<file path="src/dmaPkg.sv">
`default_nettype none

package dmaPkg;

  localparam int busWidth       = 32;
  localparam int memAddrWidth   = 9;
  localparam int blockSizeWidth = 10;
  localparam int burstLenWidth  = 8;
  localparam int ciIdWidth      = 8;

  typedef logic [busWidth-1:0]       busWord;
  typedef logic [memAddrWidth-1:0]   memAddr;
  typedef logic [blockSizeWidth-1:0] blockSize;
  typedef logic [burstLenWidth-1:0]  burstLen;   // words minus one
  typedef logic [ciIdWidth-1:0]      ciId;
  typedef logic [3:0]                ciCommand;  // valueA[12:9]
  typedef logic [2:0]                ciSelect;   // valueA[12:10]

  // write commands, bit 0 is the write flag
  localparam ciCommand cmdSetBusAddr   = 4'd3;
  localparam ciCommand cmdSetMemAddr   = 4'd5;
  localparam ciCommand cmdSetBlockSize = 4'd7;
  localparam ciCommand cmdSetBurstSize = 4'd9;
  localparam ciCommand cmdStartDma     = 4'd11;

  // read-back selectors
  localparam ciSelect selBusAddr   = 3'd1;
  localparam ciSelect selMemAddr   = 3'd2;
  localparam ciSelect selBlockSize = 3'd3;
  localparam ciSelect selBurstSize = 3'd4;
  localparam ciSelect selStatus    = 3'd5;

  typedef enum logic [3:0] {
    idle, init, requestBus, setUpTransaction, doRead,
    waitEnd, doWrite, endTransactionError, endWriteTransaction
  } dmaState;

endpackage

`default_nettype wire

</file>
<file path="src/ciRegisters.sv">
`timescale 1ns/1ns
`default_nettype none

module ciRegisters #(
  parameter dmaPkg::ciId customIdDma = 8'd0
) (
  input  wire logic             clock,
  input  wire logic             rstN,
  input  wire logic             start,
  input  wire dmaPkg::ciId      ciN,
  input  wire dmaPkg::busWord   valueA,
  input  wire dmaPkg::busWord   valueB,
  input  wire logic             dmaBusy,
  input  wire logic             busError,
  output logic                  done,
  output dmaPkg::busWord        result,
  output dmaPkg::busWord        busStartAddr,
  output dmaPkg::memAddr        memStartAddr,
  output dmaPkg::blockSize      blockWords,
  output dmaPkg::burstLen       burstSize,
  output logic                  requestDmaIn,
  output logic                  requestDmaOut
);

  logic             isMyCi;
  logic             isWrite;
  logic             isRead;
  logic             readDoneReg;
  dmaPkg::ciCommand command;
  dmaPkg::ciSelect  selectReg;
  dmaPkg::busWord   selectedWord;

  assign isMyCi  = start && (ciN == customIdDma);
  assign command = valueA[12:9];
  assign isWrite = isMyCi && valueA[9];
  assign isRead  = isMyCi && !valueA[9];

  // writes finish at once, reads one cycle later
  assign done = isWrite || readDoneReg;

  // start only honored while the engine is idle
  assign requestDmaIn  = isWrite && (command == dmaPkg::cmdStartDma) && !dmaBusy &&
                         valueB[0] && !valueB[1];
  assign requestDmaOut = isWrite && (command == dmaPkg::cmdStartDma) && !dmaBusy &&
                         !valueB[0] && valueB[1];

  always_ff @(posedge clock)
  begin
    if (!rstN)
    begin
      busStartAddr <= '0;
      memStartAddr <= '0;
      blockWords   <= '0;
      burstSize    <= '0;
      readDoneReg  <= 1'b0;
    end
    else
    begin
      readDoneReg <= isRead;
      if (isWrite)
      begin
        case (command)
          dmaPkg::cmdSetBusAddr:   busStartAddr <= valueB;
          dmaPkg::cmdSetMemAddr:   memStartAddr <= dmaPkg::memAddr'(valueB);
          dmaPkg::cmdSetBlockSize: blockWords   <= dmaPkg::blockSize'(valueB);
          dmaPkg::cmdSetBurstSize: burstSize    <= dmaPkg::burstLen'(valueB);
          default:                 ;
        endcase
      end
    end
  end

  // selector kept for the read-done cycle
  always_ff @(posedge clock)
  begin
    if (isRead)
      selectReg <= valueA[12:10];
  end

  always_comb
  begin
    case (selectReg)
      dmaPkg::selBusAddr:   selectedWord = busStartAddr;
      dmaPkg::selMemAddr:   selectedWord = dmaPkg::busWord'(memStartAddr);
      dmaPkg::selBlockSize: selectedWord = dmaPkg::busWord'(blockWords);
      dmaPkg::selBurstSize: selectedWord = dmaPkg::busWord'(burstSize);
      dmaPkg::selStatus:    selectedWord = {30'd0, busError, dmaBusy};
      default:              selectedWord = '0;
    endcase
  end

  assign result = readDoneReg ? selectedWord : '0;

endmodule

`default_nettype wire

</file>
<file path="config.mk">
export PLATFORM = sky130hd
export DESIGN_NAME = ciRegisters
export DESIGN_NICKNAME = d
export VERILOG_FILES = /design/src/dmaPkg.sv /design/src/ciRegisters.sv
export SDC_FILE = /design/constraint.sdc
export NUM_CORES = 1
export LEC_CHECK = 0
export BUFFER_PORTS_ARGS = -buffer_cell sky130_fd_sc_hd__buf_2
export CAP_MARGIN = 20
export CORE_MARGIN = 2
export CORE_UTILIZATION = 43
export CTS_CLUSTER_DIAMETER = 50
export DETAILED_ROUTE_END_ITERATION = 12
export PLACE_DENSITY = 0.8
export SLEW_MARGIN = 10
export SYNTH_ARGS = -nofsm -noshare
export SYNTH_HDL_FRONTEND = slang
export SYNTH_SLANG_ARGS = --single-unit
</file>
<file path="constraint.sdc">
create_clock -name clock -period 2.6 [get_ports clock]
set_input_delay 0.52 -clock clock [delete_from_list [all_inputs] [get_ports clock]]
set_output_delay 0.52 -clock clock [all_outputs]
set_load 0.02 [all_outputs]
</file>
; Yosys cells after proc, flatten, opt, wreduce, memory -nomap -nowiden
; Index checks and enable logic that the tools add are counted.
[op_classes]
add_sub_neg = 0
multipliers = 0
div_mod_pow = 0
magnitude_cmp = 0
n_eq_ne = 10
n_shift = 0
n_mux = 2
bitwise = 0
n_reduce_logical = 19
[ops]
columns = operator, count
row1 = $pmux 32 s5, 1
row2 = $mux 32, 1
row3 = $logic_and 1x1->1, 9
row4 = $eq 4x3->1 const B, 2
row5 = $eq 4x4->1 const B, 2
row6 = $logic_not 8->1, 1
row7 = $reduce_and 2->1, 4
row8 = $eq 3x2->1 const B, 2
row9 = $eq 3x3->1 const B, 2
row10 = $eq 4x2->1 const B, 1
row11 = $logic_not 1->1, 4
row12 = $eq 3x1->1 const B, 1
row13 = $logic_or 1x1->1, 1
[totals]
reg_bits = 63
latch_bits = 0
ramBits = 0
rom_bits = 0
inputBits = 77
out_inout_bits = 94
word_cells = 37
mem_count = 0

; Logic depth before layout (Yosys ltp)
[depth]
word_depth = 7
depth_mapped = 6
mapped_depth_nobuf = 4

; Worst setup path after synthesis
; OpenSTA, ideal clock, no wires.
[synth_timing]
kind = in2out
start = input port ciN[2]
end = output port requestDmaOut
t_arrival_ns = 1.910
required_ns = 2.080
setup_slack_ns = 0.170
stages = 4
n_path_buf = 0
cell_sequence = nor4_4 > nand3_1 > or4_4 > nor3b_2
[synth_via]
elab_chain_cells = 7
[synth_lines]
columns = element, line_no
row1 = from (decl), ciRegisters.sv:10  ; input wire dmaPkg::ciId ciN,
row2 = $logic_not 8->1, ciRegisters.sv:33  ; assign isMyCi = start && (ciN == customIdDma);
row3 = $logic_and 1x1->1, ciRegisters.sv:33
row4 = $logic_and 1x1->1, ciRegisters.sv:35  ; assign isWrite = isMyCi && valueA[9];
row5 = $logic_and 1x1->1 (3 in a row), ciRegisters.sv:44  ; assign requestDmaOut = isWrite && (command == dmaPkg::cmdStartDma) && !dmaBusy &&
row6 = $logic_and 1x1->1, ciRegisters.sv:45  ; !valueB[0] && valueB[1];
row7 = to (decl), ciRegisters.sv:22  ; output logic requestDmaOut
; No other way between the ends.

; Final worst setup path
; Same ends and word-level chain as after synthesis.

==> impl_metrics.env <==
export IMPL_grt_overflow_total=0
export IMPL_rr_worst_depth=2
export IMPL_diodes=0
export IMPL_cts_tree="done"
export IMPL_crit_path_start_kind="input pin"
export IMPL_layout_commonest_cell="buf_2"
export IMPL_relSlewSlack_pct=63.0
export IMPL_timing_rr_start="blockWords[5]"
export IMPL_dp_hpwl_um=5770
export IMPL_slowest_stage="or4_4"
export IMPL_wire_per_inst_um=14.7
export IMPL_wl_um=8110
export IMPL_syn_nets=408
export IMPL_die_y_um=84.8
export IMPL_drv_cap=0
export IMPL_core_rowCount=29
export IMPL_ioPinCount=171
export IMPL_final_area_mm2=0.00381
export IMPL_nFillCells=545
export IMPL_p_leak_nw=1.86
export IMPL_fmax_mhz=403
export IMPL_nets=548
export IMPL_p_per_area_mw_per_mm2=477
export IMPL_antenna_found_initial=0
export IMPL_avgViaCountPerCell=5.33
export IMPL_crit_chain="buf_2 -> nor4_4 -> nand3_1 -> or4_4 -> nor3b_2 -> buf_2"
export IMPL_grt_usage_pct=22.8
export IMPL_gp_congestion=0.820
export IMPL_port_buffers=142
export IMPL_syn_to_final_growth_pct=35.9
export IMPL_dieArea_mm2=0.00719
export IMPL_synthDominantCellAreaShare_pct=42.8
export IMPL_route_detailed_drc=0
export IMPL_finalMaxSlewViolations=0
export IMPL_total_power_mw=1.82
export IMPL_finalSetupViolCount=0
export IMPL_status="complete, no violations"
export IMPL_drt_iter0_drc=126
export IMPL_period_needed_ns=2.48
export IMPL_critPathArrivalTime_ns=1.96
export IMPL_num_vias=2942
export IMPL_tns_ns=0
export IMPL_grt_pass1_vias=2743
export IMPL_ys_seq_area_share_pct=46.0
export IMPL_multiInputGateArea_mm2=0.00141
export IMPL_cts_hold_buffers=0
export IMPL_seqCellArea_mm2=0.00129
export IMPL_drt_pass1_iterations=4
export IMPL_core_area_mm2=0.00635
export IMPL_finalNonFillerCells=552
export IMPL_cts_root_buf="clkbuf_8"
export IMPL_yosys_top_cells_area="dfxtp_1, nand3_1, o21ai_0"
export IMPL_clkTransAtPathRegs_ns=0.07
export IMPL_grt_max_degree=65
export IMPL_layout_drive_gt1_share_pct=37.5
export IMPL_synth_cell_types=32
export IMPL_hp_start="valueB[18]"
export IMPL_finalCritPeriodShare_pct=95.6
export IMPL_grt_first_pass_wirelength_um=13100
export IMPL_htree_levels=3
export IMPL_cp_end_kind="output pin"
export IMPL_syn_area_per_cell_um2=8.48
export IMPL_clk_path_buf_depth=2
export IMPL_hold_class="in2reg"
export IMPL_synth_seq_cells=63
export IMPL_min_path_cells=3
export IMPL_netlist_instances=331
export IMPL_final_cell_mix="buf_2, dfxtp_1, nand3_1, nand2_1, o21ai_0"
export IMPL_die_w_um=84.8
export IMPL_path_max_fanout=2
export IMPL_syn_area_mm2=0.00281
export IMPL_critical_path_max_stage_delay_ns=0.55
export IMPL_start_util_pct=44.2
export IMPL_ys_warn_count=0
export IMPL_grt_setup_unrepaired="false"
export IMPL_cts_sinks=63
export IMPL_crit_required_ns=2.08
export IMPL_ant_nets=0
export IMPL_tightest_slew_ns=0.555
export IMPL_placed_cell_area_mm2=0.00364
export IMPL_post_cts_repair_setup_buffers=0
export IMPL_reg2reg_to="blockWords[5]"
export IMPL_r2r_slack_ns=1.96
export IMPL_worstSetupPathType="in2out"
export IMPL_cts_buffers_inserted=9
export IMPL_fin_worst_skew_ns=0
export IMPL_crit_top_cell="buf_2"
export IMPL_post_cts_resize_count=0
export IMPL_vdd_drop_max_v=0.000269
export IMPL_hold_end="busStartAddr[18]"
export IMPL_clock_latency_ns=0.33
export IMPL_utilization_pct=60.1
export IMPL_synth_top_area_cell="dfxtp_1"
export IMPL_dp_cells=537
export IMPL_hold_violations=0
-- cell type report --
class,instances,share of cell area (%)
repair buffers,156,22.0
flip-flops and latches,63,33.8
clock inverters,4,0.525
clock buffers,11,4.00
multi-input cells,241,37.1
well taps,77,2.53
-- stage by stage --
step | hold WS (ns) | setup slack, ns
floorplan | 0.542 | 0.170
global placement | 0.454 | 0.148
detailed placement | 0.465 | 0.111
CTS | 0.412 | 0.106
global route | 0.428 | 0.0246
finish | 0.426 | 0.116
-- worst max path at each step --
| stage | to | from | depth (start not counted) |
|---|---|---|---|
| 5_1_grt | requestDmaOut | ciN[2] | 6 |
| 6_report | requestDmaOut | ciN[2] | 6 |
| 2_1_floorplan | requestDmaOut | ciN[2] | 4 |
| 3_3_place_gp | requestDmaOut | ciN[2] | 6 |
| 3_5_place_dp | requestDmaOut | ciN[2] | 6 |
| 4_1_cts | requestDmaOut | ciN[2] | 6 |
-- critical path, delay by kind of cell --
kind / cells / cell delay, ns
buf+inv: 2 / 0.30
simple gates: 4 / 1.15
-- registers in the layout (all words and copies together) (netlist names) --
name          cells
busStartAddr     32
selectReg         3
readDoneReg       1
blockWords       10
burstSize         8
memStartAddr      9
-- layer usage --
metal / vias to the layer above / share of wire (%) / track usage (%)
met3: 15 / 7.7 / 3.74
met1: 1329 / 44 / 28.7
li1: 1470 / - / -
met4: 0 / 1.7 / 8.37
met5: - / 0 / 0
met2: 128 / 47 / 39.2
-- synth_stat cells (all sizes together) --
| master | number |
|---|---|
| nor2b | 5 |
| mux2 | 3 |
| edfxtp | 3 |
| nand3 | 50 |
| nor4 | 2 |
| a22oi | 9 |
| a21oi | 1 |
| o21ai | 50 |
| buf | 6 |
| or4 | 1 |
| nand2b | 2 |
| or3b | 1 |
| nor4bb | 2 |
| clkbuf | 21 |
| o22a | 6 |
| nor3b | 3 |
| and2 | 1 |
| and3 | 22 |
| mux2i | 19 |
| dfxtp | 60 |
| and3b | 1 |
| nor2 | 9 |
| o22ai | 2 |
| nand2 | 45 |
| nor3 | 2 |
| nand4 | 4 |
| a41o | 1 |
-- power by group --
| part | leakage (nW) | internal [mW] | total (mW) | switching (mW) |
|---|---|---|---|---|
| clock network | 0.0939 | 0.392 | 0.750 | 0.358 |
| registers | 0.510 | 0.972 | 0.972 | 0.000201 |
| logic | 1.25 | 0.0445 | 0.0992 | 0.0547 |
| total | 1.86 | 1.41 | 1.82 | 0.413 |
-- cells by family (layout without fill, tap and decap cells) --
family | after synthesis | after routing | synth area share, %
AND/OR/NAND/NOR | 150 | 150 | 28.2
AO/OA/AOI/OAI | 69 | 69 | 14.2
flip-flops | 63 | 63 | 46.0
buffers and inverters | 27 | 171 | 3.65
multiplexers | 22 | 22 | 7.98
(Power assumes the default switching activity.)
