$ cat config.mk
export PLATFORM = sky130hd
export DESIGN_NAME = dmaController
export DESIGN_NICKNAME = d
export VERILOG_FILES = /design/src/dmaPkg.sv /design/src/dmaController.sv
export SDC_FILE = /design/constraint.sdc
export NUM_CORES = 1
export LEC_CHECK = 0
export ABC_CLOCK_PERIOD_IN_PS = 6840
export BUFFER_PORTS_ARGS = -buffer_cell sky130_fd_sc_hd__clkbuf_2
export CORE_AREA = 2 2 98 147
export DETAILED_ROUTE_END_ITERATION = 8
export DIE_AREA = 0 0 100 149
export GPL_TIMING_DRIVEN = 0
export PLACE_DENSITY = 0.69
export SLEW_MARGIN = 0
export SYNTH_ARGS = -nofsm -noshare
export SYNTH_HDL_FRONTEND = slang
export SYNTH_SLANG_ARGS = --single-unit
$ cat constraint.sdc
create_clock -name clock -period 6.84 [get_ports clock]
set_input_delay 1.026 -clock clock [delete_from_list [all_inputs] [get_ports clock]]
set_output_delay 1.026 -clock clock [all_outputs]
set_load 0.01 [all_outputs]
$ cat src/dmaPkg.sv
`default_nettype none

package dmaPkg;

  localparam int busWidth       = 32;
  localparam int memAddrWidth   = 9;
  localparam int blockSizeWidth = 10;
  localparam int burstLenWidth  = 8;
  localparam int ciIdWidth      = 8;

  typedef logic [busWidth-1:0]       busWord;
  typedef logic [memAddrWidth-1:0]   memAddr;
  typedef logic [blockSizeWidth-1:0] blockSize;
  typedef logic [burstLenWidth-1:0]  burstLen;   // words minus one
  typedef logic [ciIdWidth-1:0]      ciId;
  typedef logic [3:0]                ciCommand;  // valueA[12:9]
  typedef logic [2:0]                ciSelect;   // valueA[12:10]

  // write commands, bit 0 is the write flag
  localparam ciCommand cmdSetBusAddr   = 4'd3;
  localparam ciCommand cmdSetMemAddr   = 4'd5;
  localparam ciCommand cmdSetBlockSize = 4'd7;
  localparam ciCommand cmdSetBurstSize = 4'd9;
  localparam ciCommand cmdStartDma     = 4'd11;

  // read-back selectors
  localparam ciSelect selBusAddr   = 3'd1;
  localparam ciSelect selMemAddr   = 3'd2;
  localparam ciSelect selBlockSize = 3'd3;
  localparam ciSelect selBurstSize = 3'd4;
  localparam ciSelect selStatus    = 3'd5;

  typedef enum logic [3:0] {
    idle, init, requestBus, setUpTransaction, doRead,
    waitEnd, doWrite, endTransactionError, endWriteTransaction
  } dmaState;

endpackage

`default_nettype wire

$ cat src/dmaController.sv
`timescale 1ns/1ns
`default_nettype none

module dmaController #(
  parameter dmaPkg::busWord lineStride = 32'd640
) (
  input  wire logic             clock,
  input  wire logic             rstN,
  input  wire dmaPkg::busWord   busStartAddr,
  input  wire dmaPkg::memAddr   memStartAddr,
  input  wire dmaPkg::blockSize blockWords,
  input  wire dmaPkg::burstLen  burstSize,
  input  wire logic             requestDmaIn,
  input  wire logic             requestDmaOut,
  input  wire logic             transactionGranted,
  input  wire logic             busErrorIn,
  input  wire logic             busyIn,
  input  wire logic             endTransactionReg,
  input  wire logic             dataValidReg,
  input  wire dmaPkg::busWord   ramReadData,
  output logic                  dmaBusy,
  output logic                  busError,
  output logic                  ramWriteEnable,
  output dmaPkg::memAddr        ramAddress,
  output logic                  requestTransaction,
  output logic                  beginTransactionOut,
  output logic                  readNotWriteOut,
  output logic                  endTransactionOut,
  output logic                  dataValidOut,
  output logic [3:0]            byteEnablesOut,
  output dmaPkg::burstLen       burstSizeOut,
  output dmaPkg::busWord        addressDataOut
);

  dmaPkg::dmaState  stateReg;
  dmaPkg::dmaState  nextState;
  logic             isReadBurstReg;
  logic             busErrorReg;
  dmaPkg::busWord   busAddrShadow;
  dmaPkg::blockSize remainingWords;
  dmaPkg::memAddr   memAddrReg;
  logic [dmaPkg::burstLenWidth:0] wordsLeft;  // msb set once the burst is sent
  dmaPkg::blockSize maxBurst;
  dmaPkg::blockSize lastBurst;
  dmaPkg::burstLen  usedBurst;
  logic             dmaDone;
  logic             doBusWrite;
  logic             inDataPhase;

  assign dmaBusy     = (stateReg != dmaPkg::idle);
  assign busError    = busErrorReg;
  assign inDataPhase = (stateReg == dmaPkg::doRead) || (stateReg == dmaPkg::doWrite);

  // burst is the lesser of what remains and burstSize + 1
  assign maxBurst  = dmaPkg::blockSize'(burstSize) + 10'd1;
  assign lastBurst = remainingWords - 10'd1;
  assign usedBurst = (remainingWords > maxBurst) ? burstSize : dmaPkg::burstLen'(lastBurst);

  assign doBusWrite     = (stateReg == dmaPkg::doWrite) && !busyIn && !wordsLeft[8];
  assign ramWriteEnable = (stateReg == dmaPkg::doRead) && dataValidReg;

  // look-ahead so the registered read data follows memAddrReg
  assign ramAddress = doBusWrite ? memAddrReg + 9'd1 : memAddrReg;

  // last word may arrive together with the end of the transaction
  assign dmaDone = (remainingWords == 10'd0) ||
                   ((remainingWords == 10'd1) && endTransactionReg && dataValidReg);

  assign requestTransaction = (stateReg == dmaPkg::requestBus);

  always_comb
  begin
    nextState = stateReg;
    case (stateReg)
      dmaPkg::idle:
        if (requestDmaIn || requestDmaOut)
          nextState = dmaPkg::init;
      dmaPkg::init:
        nextState = (blockWords == 10'd0) ? dmaPkg::idle : dmaPkg::requestBus;
      dmaPkg::requestBus:
        if (transactionGranted)
          nextState = dmaPkg::setUpTransaction;
      dmaPkg::setUpTransaction:
        nextState = isReadBurstReg ? dmaPkg::doRead : dmaPkg::doWrite;
      dmaPkg::doRead:
        if (endTransactionReg)
          nextState = (dmaDone || busErrorIn) ? dmaPkg::idle : dmaPkg::requestBus;
        else if (busErrorIn)
          nextState = dmaPkg::waitEnd;  // slave still has to close the burst
      dmaPkg::waitEnd:
        if (endTransactionReg)
          nextState = dmaPkg::idle;
      dmaPkg::doWrite:
        if (busErrorIn)
          nextState = dmaPkg::endTransactionError;
        else if (wordsLeft[8] && !busyIn)
          nextState = dmaPkg::endWriteTransaction;
      dmaPkg::endWriteTransaction:
        nextState = dmaDone ? dmaPkg::idle : dmaPkg::requestBus;
      default:
        nextState = dmaPkg::idle;
    endcase
  end

  always_ff @(posedge clock)
  begin
    if (!rstN)
    begin
      stateReg    <= dmaPkg::idle;
      busErrorReg <= 1'b0;
    end
    else
    begin
      stateReg <= nextState;
      if (stateReg == dmaPkg::init)
        busErrorReg <= 1'b0;
      else if (inDataPhase && busErrorIn)
        busErrorReg <= 1'b1;
    end
  end

  // shadow counters, loaded at init
  always_ff @(posedge clock)
  begin
    if (stateReg == dmaPkg::idle)
      isReadBurstReg <= requestDmaIn;

    if (stateReg == dmaPkg::init)
    begin
      busAddrShadow  <= busStartAddr;
      remainingWords <= blockWords;
      memAddrReg     <= memStartAddr;
    end
    else
    begin
      if (((stateReg == dmaPkg::doRead) && endTransactionReg) ||
          (stateReg == dmaPkg::endWriteTransaction))
        busAddrShadow <= busAddrShadow + lineStride;  // next line
      if (ramWriteEnable || doBusWrite)
      begin
        remainingWords <= remainingWords - 10'd1;
        memAddrReg     <= memAddrReg + 9'd1;
      end
    end

    if (stateReg == dmaPkg::setUpTransaction)
      wordsLeft <= {1'b0, usedBurst};
    else if (doBusWrite)
      wordsLeft <= wordsLeft - 9'd1;
  end

  always_ff @(posedge clock)
  begin
    if (!rstN)
    begin
      beginTransactionOut <= 1'b0;
      readNotWriteOut     <= 1'b0;
      byteEnablesOut      <= 4'h0;
      burstSizeOut        <= '0;
      endTransactionOut   <= 1'b0;
      dataValidOut        <= 1'b0;
    end
    else
    begin
      beginTransactionOut <= (stateReg == dmaPkg::setUpTransaction);
      readNotWriteOut     <= (stateReg == dmaPkg::setUpTransaction) && isReadBurstReg;
      byteEnablesOut      <= (stateReg == dmaPkg::setUpTransaction) ? 4'hF : 4'h0;
      burstSizeOut        <= (stateReg == dmaPkg::setUpTransaction) ? usedBurst : '0;
      endTransactionOut   <= (stateReg == dmaPkg::endTransactionError) ||
                             (stateReg == dmaPkg::endWriteTransaction);
      if (!((stateReg == dmaPkg::doWrite) && busyIn))
        dataValidOut <= doBusWrite;  // held while the slave is busy
    end
  end

  always_ff @(posedge clock)
  begin
    if ((stateReg == dmaPkg::doWrite) && busyIn)
      addressDataOut <= addressDataOut;
    else if (doBusWrite)
      addressDataOut <= ramReadData;
    else if (stateReg == dmaPkg::setUpTransaction)
      addressDataOut <= {busAddrShadow[31:2], 2'b00};  // word aligned
    else
      addressDataOut <= '0;
  end

endmodule

`default_nettype wire

# Word-level counts from Yosys, hierarchy flattened

Cells that the tools add are included.

Word-level logic and storage cells: 90
Register bits after elaboration: 114
Input bits: 100

Add/subtract/negate cells: 5
Multiplexer cells: 25
Reduce and logical (&&, ||, !) cells: 29
Equality and inequality tests: 14
Bitwise logic cells: 1
Magnitude comparators: 1

Operators with widths:

| kind                                                 | count |
|---|---|
| two-way mux 32 bit                                   | 4 |
| adder 32 x 10 -> 32 bit, second input constant       | 1 |
| two-way mux 4 bit                                    | 8 |
| one-hot mux 4 bit (8 select lines)                   | 1 |
| two-way mux 9 bit                                    | 3 |
| two-way mux 8 bit                                    | 3 |
| logical NOT 10 bit                                   | 2 |
| two-way mux 10 bit                                   | 2 |
| equality test 4 x 3 -> 1 bit, second input constant  | 4 |
| equality test 10 x 1 -> 1 bit, second input constant | 1 |
| greater-than comparator 10 x 9 -> 1 bit              | 1 |
| logical AND 1 bit                                    | 10 |
| subtractor 10 x 1 -> 10 bit, second input constant   | 1 |
| adder 8 x 1 -> 9 bit, second input constant          | 1 |
| adder 9 x 1 -> 9 bit, second input constant          | 1 |
| subtractor 9 x 1 -> 9 bit, second input constant     | 1 |
| equality test 4 x 2 -> 1 bit, second input constant  | 2 |
| two-way mux 2 bit                                    | 4 |
| logical OR 1 bit                                     | 7 |
| != test 2 bit, second input constant                 | 3 |
| nonzero test 2 bit                                   | 3 |
| AND reduction 5 bit                                  | 1 |
| equality test 4 x 1 -> 1 bit, second input constant  | 1 |
| equality test 4 bit, second input constant           | 1 |
| other kinds (8)                                      | 9 |

# Depth between registers and ports, before layout

Word-level depth: 8
Depth in mapped cells: 10
Gate-level depth less buffers: 10

# Worst setup path after synthesis

OpenSTA, ideal clock, no wires.

Path kind: input -> register
Start point: in burstSize[0]
End point: reg wordsLeft[5] (netlist bit) (data pin)
Stages: 10
Buffers on the path: 1
Arrival: 2.930 ns
Library setup time: 0.269 ns
Path slack: 3.641 ns
Path through: ha_1 nand3_1 nor2_1 xnor2_1 ha_1 nand4_1 o41ai_2 clkbuf_1 and3_1 nor3_1

Longest elaborated chain between the ends: 4

Ends and longest elaborated chain:

| element                                 | RTL line             | text |
|---|---|---|
| start: declaration                      | dmaController.sv:12  | `input wire dmaPkg::burstLen burstSize,` |
| adder 8 x 1 -> 9 bit                    | dmaController.sv:55  | `assign maxBurst = dmaPkg::blockSize'(burstSize) + 10'd1;` |
| greater-than comparator 10 x 9 -> 1 bit | dmaController.sv:57  | `assign usedBurst = (remainingWords > maxBurst) ? burstSize : dmaPkg::burstLen'(lastBurst);` |
| two-way mux 8 bit                       | dmaController.sv:57  |  |
| two-way mux 8 bit                       | dmaController.sv:146 | `if (stateReg == dmaPkg::setUpTransaction)` |
| end signal: assignment                  | dmaController.sv:147 | `wordsLeft <= {1'b0, usedBurst};` |
| end signal: assignment                  | dmaController.sv:149 | `wordsLeft <= wordsLeft - 9'd1;` |
| end: declaration                        | dmaController.sv:42  | `logic [dmaPkg::burstLenWidth:0] wordsLeft;` |

Every way passes these cells.
A chain may end at the register's enable or synchronous reset.

# Worst setup path after layout

Start point: reg stateReg[0]
End point: out ramAddress[1]

Longest elaborated chain between the ends: 4

Ends and longest elaborated chain:

| element                         | RTL line             | text |
|---|---|---|
| start: declaration              | dmaController.sv:35  | `dmaPkg::dmaState stateReg;` |
| start signal: assignment        | dmaController.sv:109 | `stateReg <= dmaPkg::idle;` |
| start signal: assignment        | dmaController.sv:114 | `stateReg <= nextState;` |
| equality test 4 x 3 -> 1 bit    | dmaController.sv:59  | `assign doBusWrite = (stateReg == dmaPkg::doWrite) && !busyIn && !wordsLeft[8];` |
| logical AND 1 bit (2 in series) | dmaController.sv:59  |  |
| two-way mux 9 bit               | dmaController.sv:63  | `assign ramAddress = doBusWrite ? memAddrReg + 9'd1 : memAddrReg;` |
| end: declaration                | dmaController.sv:24  | `output dmaPkg::memAddr ramAddress,` |

Every way passes these cells.

==> metrics.md <==
| Metric | Value |
|---|---|
| Antenna cell count | `0` |
| Rel. slew slack | `12.2%` |
| Top cell type by total area after synthesis | `edfxtp_1` |
| Syn avg cell area | `10.3 um2` |
| CTS Hold Bufs | `0` |
| Final WS setup | `3190 ps` |
| FMAX | `0.274 GHz` |
| IO Pins | `161` |
| GRT Total Usage | `22.3%` |
| Worst hold stages | `2` |
| TritonCTS Sinks | `108` |
| Hold Crit Class | `reg -> reg` |
| # DRC | `0` |
| CP Max Fanout | `10` |
| CP endpoint kind | `primary output` |
| Post-Syn Area | `6000 um2` |
| Register-to-Register Path Depth | `5` |
| Status | `finished clean` |
| Leakage Power | `3.00 nW` |
| Gpl congestion | `0.930` |
| Die Y-Extent | `149 um` |
| Dpl ws | `3100 ps` |
| Post-synth top cells | `edfxtp_1 (90), nand2_1 (72), nor2_1 (38)` |
| Flops & latches, synth | `108` |
| WL final | `16600 um` |
| Synth Instances | `583` |
| Via density | `5.64` |
| Via count | `5201` |
| Maximum VDD drop | `0.000237 V` |
| Largest net degree at the start of global routing | `33` |
| Final worst path period share | `53.4%` |
| CTS Buf Count | `9` |
| Syn-to-layout area delta | `21.7%` |
| Clock transition at the registers of the reported paths | `80 ps` |
| TritonRoute pass-1 iters | `5` |
| Drt wl/cell | `18.0 um` |
| Row Count | `53` |
| Crit Path Class | `reg -> out` |
| Max_cap viols | `0` |
| Setup_tns | `0 ps` |
| Layout Nets | `868` |
| Post-CTS Setup Bufs | `0` |
| Hpwl dp | `13000 um` |
| Clk Latency, worst-skew pair | `360 ps` |
| Share of the synthesized area in the top cell type | `45.1%` |
| Vias in the first global route | `5180` |
| Clk buf depth | `2` |
| Initial Util | `43.5%` |
| Post-synth EDFFs | `90` |
| Antenna violations before repair | `0` |
| WP data required | `5810 ps` |
| Die area | `14900 um2` |
| Post-route ant nets | `0` |
| Worst hold path endpoint | `busError$_SDFFE_PP0P_` |
| Sequential share of the synthesized area | `51.1%` |
| Final Slew Violations | `0` |
| Most frequent cell after synthesis | `edfxtp_1` |
| DR iter-0 viols | `255` |
| CP max stage cell | `dfxtp_1` |
| Final Core Density | `52.9%` |
| Post-synth ARST share | `0%` |
| Reg2Reg Capture Point | `remainingWords[6]$_DFFE_PP_` |
| Worst Path Arrival | `2630 ps` |
| PortBufs | `157` |
| RSZ-0062 raised after global routing | `no` |
| Worst Skew | `13.0 ps` |
| Core ar. | `13800 um2` |
| Synth Net Count | `699` |
| Tmin final | `3650 ps` |
| Worst Setup Start Kind | `register` |
| Top post-synthesis cells by area | `edfxtp_1 (45%), dfxtp_1 (6.0%), xor2_1 (4.8%)` |
| CTS tree | `built` |
| R2R setup slack | `4090 ps` |
| Least-Margin Pin Slew | `1310 ps` |
| PD cells | `420 nW/um2` |
| Layout cell share with drive strength beyond 1 | `25.5%` |
| Root buf cell | `clkbuf_16` |
| Synth cell types | `57` |
| # resized after CTS | `0` |
| CTS H-tree lvls | `3` |
| Min-delay src | `busError$_SDFFE_PP0P_` |
| Horiz. Die Dim | `100 um` |
| Global-route wire length before repair | `25800 um` |
| Final Setup Violations | `0` |
| Ys Warns | `0` |
| Final global-route overflow total | `0` |
| Cell-by-cell trace of the critical path | `nor4bb_1, clkbuf_1, and2_1, clkbuf_1, buf_2, nand2_1, nand2_1, clkbuf_2` |
| R2r startpoint | `stateReg[0]$_SDFFE_PN0P_` |
| Max stage delay on crit path | `390 ps` |
| Final hold violations | `0` |
| Top_reg_cell synth | `edfxtp_1` |
[stage by stage]
stage,std cells,hold slack [ps],area (um2),total power [mW]
after CTS,922,517,7300,3.07
final,922,510,7300,3.07
after global placement,905,470,6990,2.49
after detailed placement,906,499,7010,2.55
after floorplan,583,464,6000,2.10
after global routing,922,542,7300,3.27
[worst max-delay path by stage]
stage / start / end / slack [ps]
floorplan: burstSize[0] / wordsLeft[5]$_DFFE_PP_ / 3640
global placement: burstSize[0] / burstSizeOut[7]$_SDFF_PN0_ / 3120
detailed placement: burstSize[0] / burstSizeOut[6]$_SDFF_PN0_ / 3100
CTS: stateReg[0]$_SDFFE_PN0P_ / ramAddress[1] / 3150
global route: stateReg[2]$_SDFFE_PN0P_ / ramAddress[1] / 2960
finish: stateReg[0]$_SDFFE_PN0P_ / ramAddress[1] / 3190
[layout by cell type, fill, tap and decap left out, types with 6 or more instances in the layout]
| cell type | netlist | final |
|---|---|---|
| edfxtp_1 | 90 | 90 |
| inv_1 | 11 | 11 |
| o21ai_1 | 36 | 36 |
| nor4_1 | 6 | 6 |
| a211oi_1 | 9 | 9 |
| ha_1 | 16 | 16 |
| clkbuf_1 | 21 | 21 |
| buf_2 | 7 | 7 |
| xnor2_1 | 23 | 23 |
| dfxtp_1 | 18 | 18 |
| xor2_1 | 33 | 33 |
| nor3_1 | 22 | 22 |
| clkbuf_2 | 0 | 157 |
| and2_1 | 8 | 8 |
| nand4_1 | 8 | 8 |
| nand2_1 | 72 | 72 |
| nor2_1 | 38 | 37 |
| a21oi_1 | 24 | 24 |
| nand3_1 | 18 | 18 |
| or3_1 | 6 | 6 |
| clkbuf_16 | 0 | 9 |
| and3_1 | 11 | 11 |
| a22o_1 | 31 | 31 |
[cell type report]
class	instances	area [um2]
clock buffers	9	225
inverters	12	45.0
plain buffers	32	144
clock inverters	7	66.3
multi-input cells	431	2750
well taps	165	206
repair buffers	158	801
flip-flops and latches	108	3060
fillers	1270	6490
[critical path: cells and delay by family, from the launching register on]
kind | cells | cell delay (ps)
buf+inv | 4 | 1230
flops | 1 | 390
simple gates | 4 | 650
[registers in the layout (all words and copies together), names as in the netlist]
register	flops
remainingWords	10
byteEnablesOut	1
memAddrReg	9
endTransactionOut	1
busError	1
burstSizeOut	8
isReadBurstReg	1
busAddrShadow	30
addressDataOut	32
dataValidOut	1
readNotWriteOut	1
stateReg	4
wordsLeft	9
[report_power, final]
part | internal [mW] | switching, mW | leakage (nW)
logic | 0.473 | 0.777 | 1.77
clock network | 0.257 | 0.263 | 0.144
registers | 1.07 | 0.224 | 1.08
[layer usage]
metal / vias to the layer above / part of all wire (%) / global-route usage, %
met5: - / 0 / 0
met1: 2460 / 38 / 25.4
met2: 207 / 54 / 42.4
li1: 2512 / - / -
met4: 0 / 1.5 / 6.71
met3: 22 / 5.7 / 3.09
[logic make-up after synthesis]
group           share of synthesized area, %
simple gates                            18.2
compound gates                          15.6
flops                                   51.1
xor+xnor                                8.45
buf+inv                                 3.15
fa+ha+maj                               3.34
mux                                    0.167
Note: power is estimated with default switching activity, not from simulation.
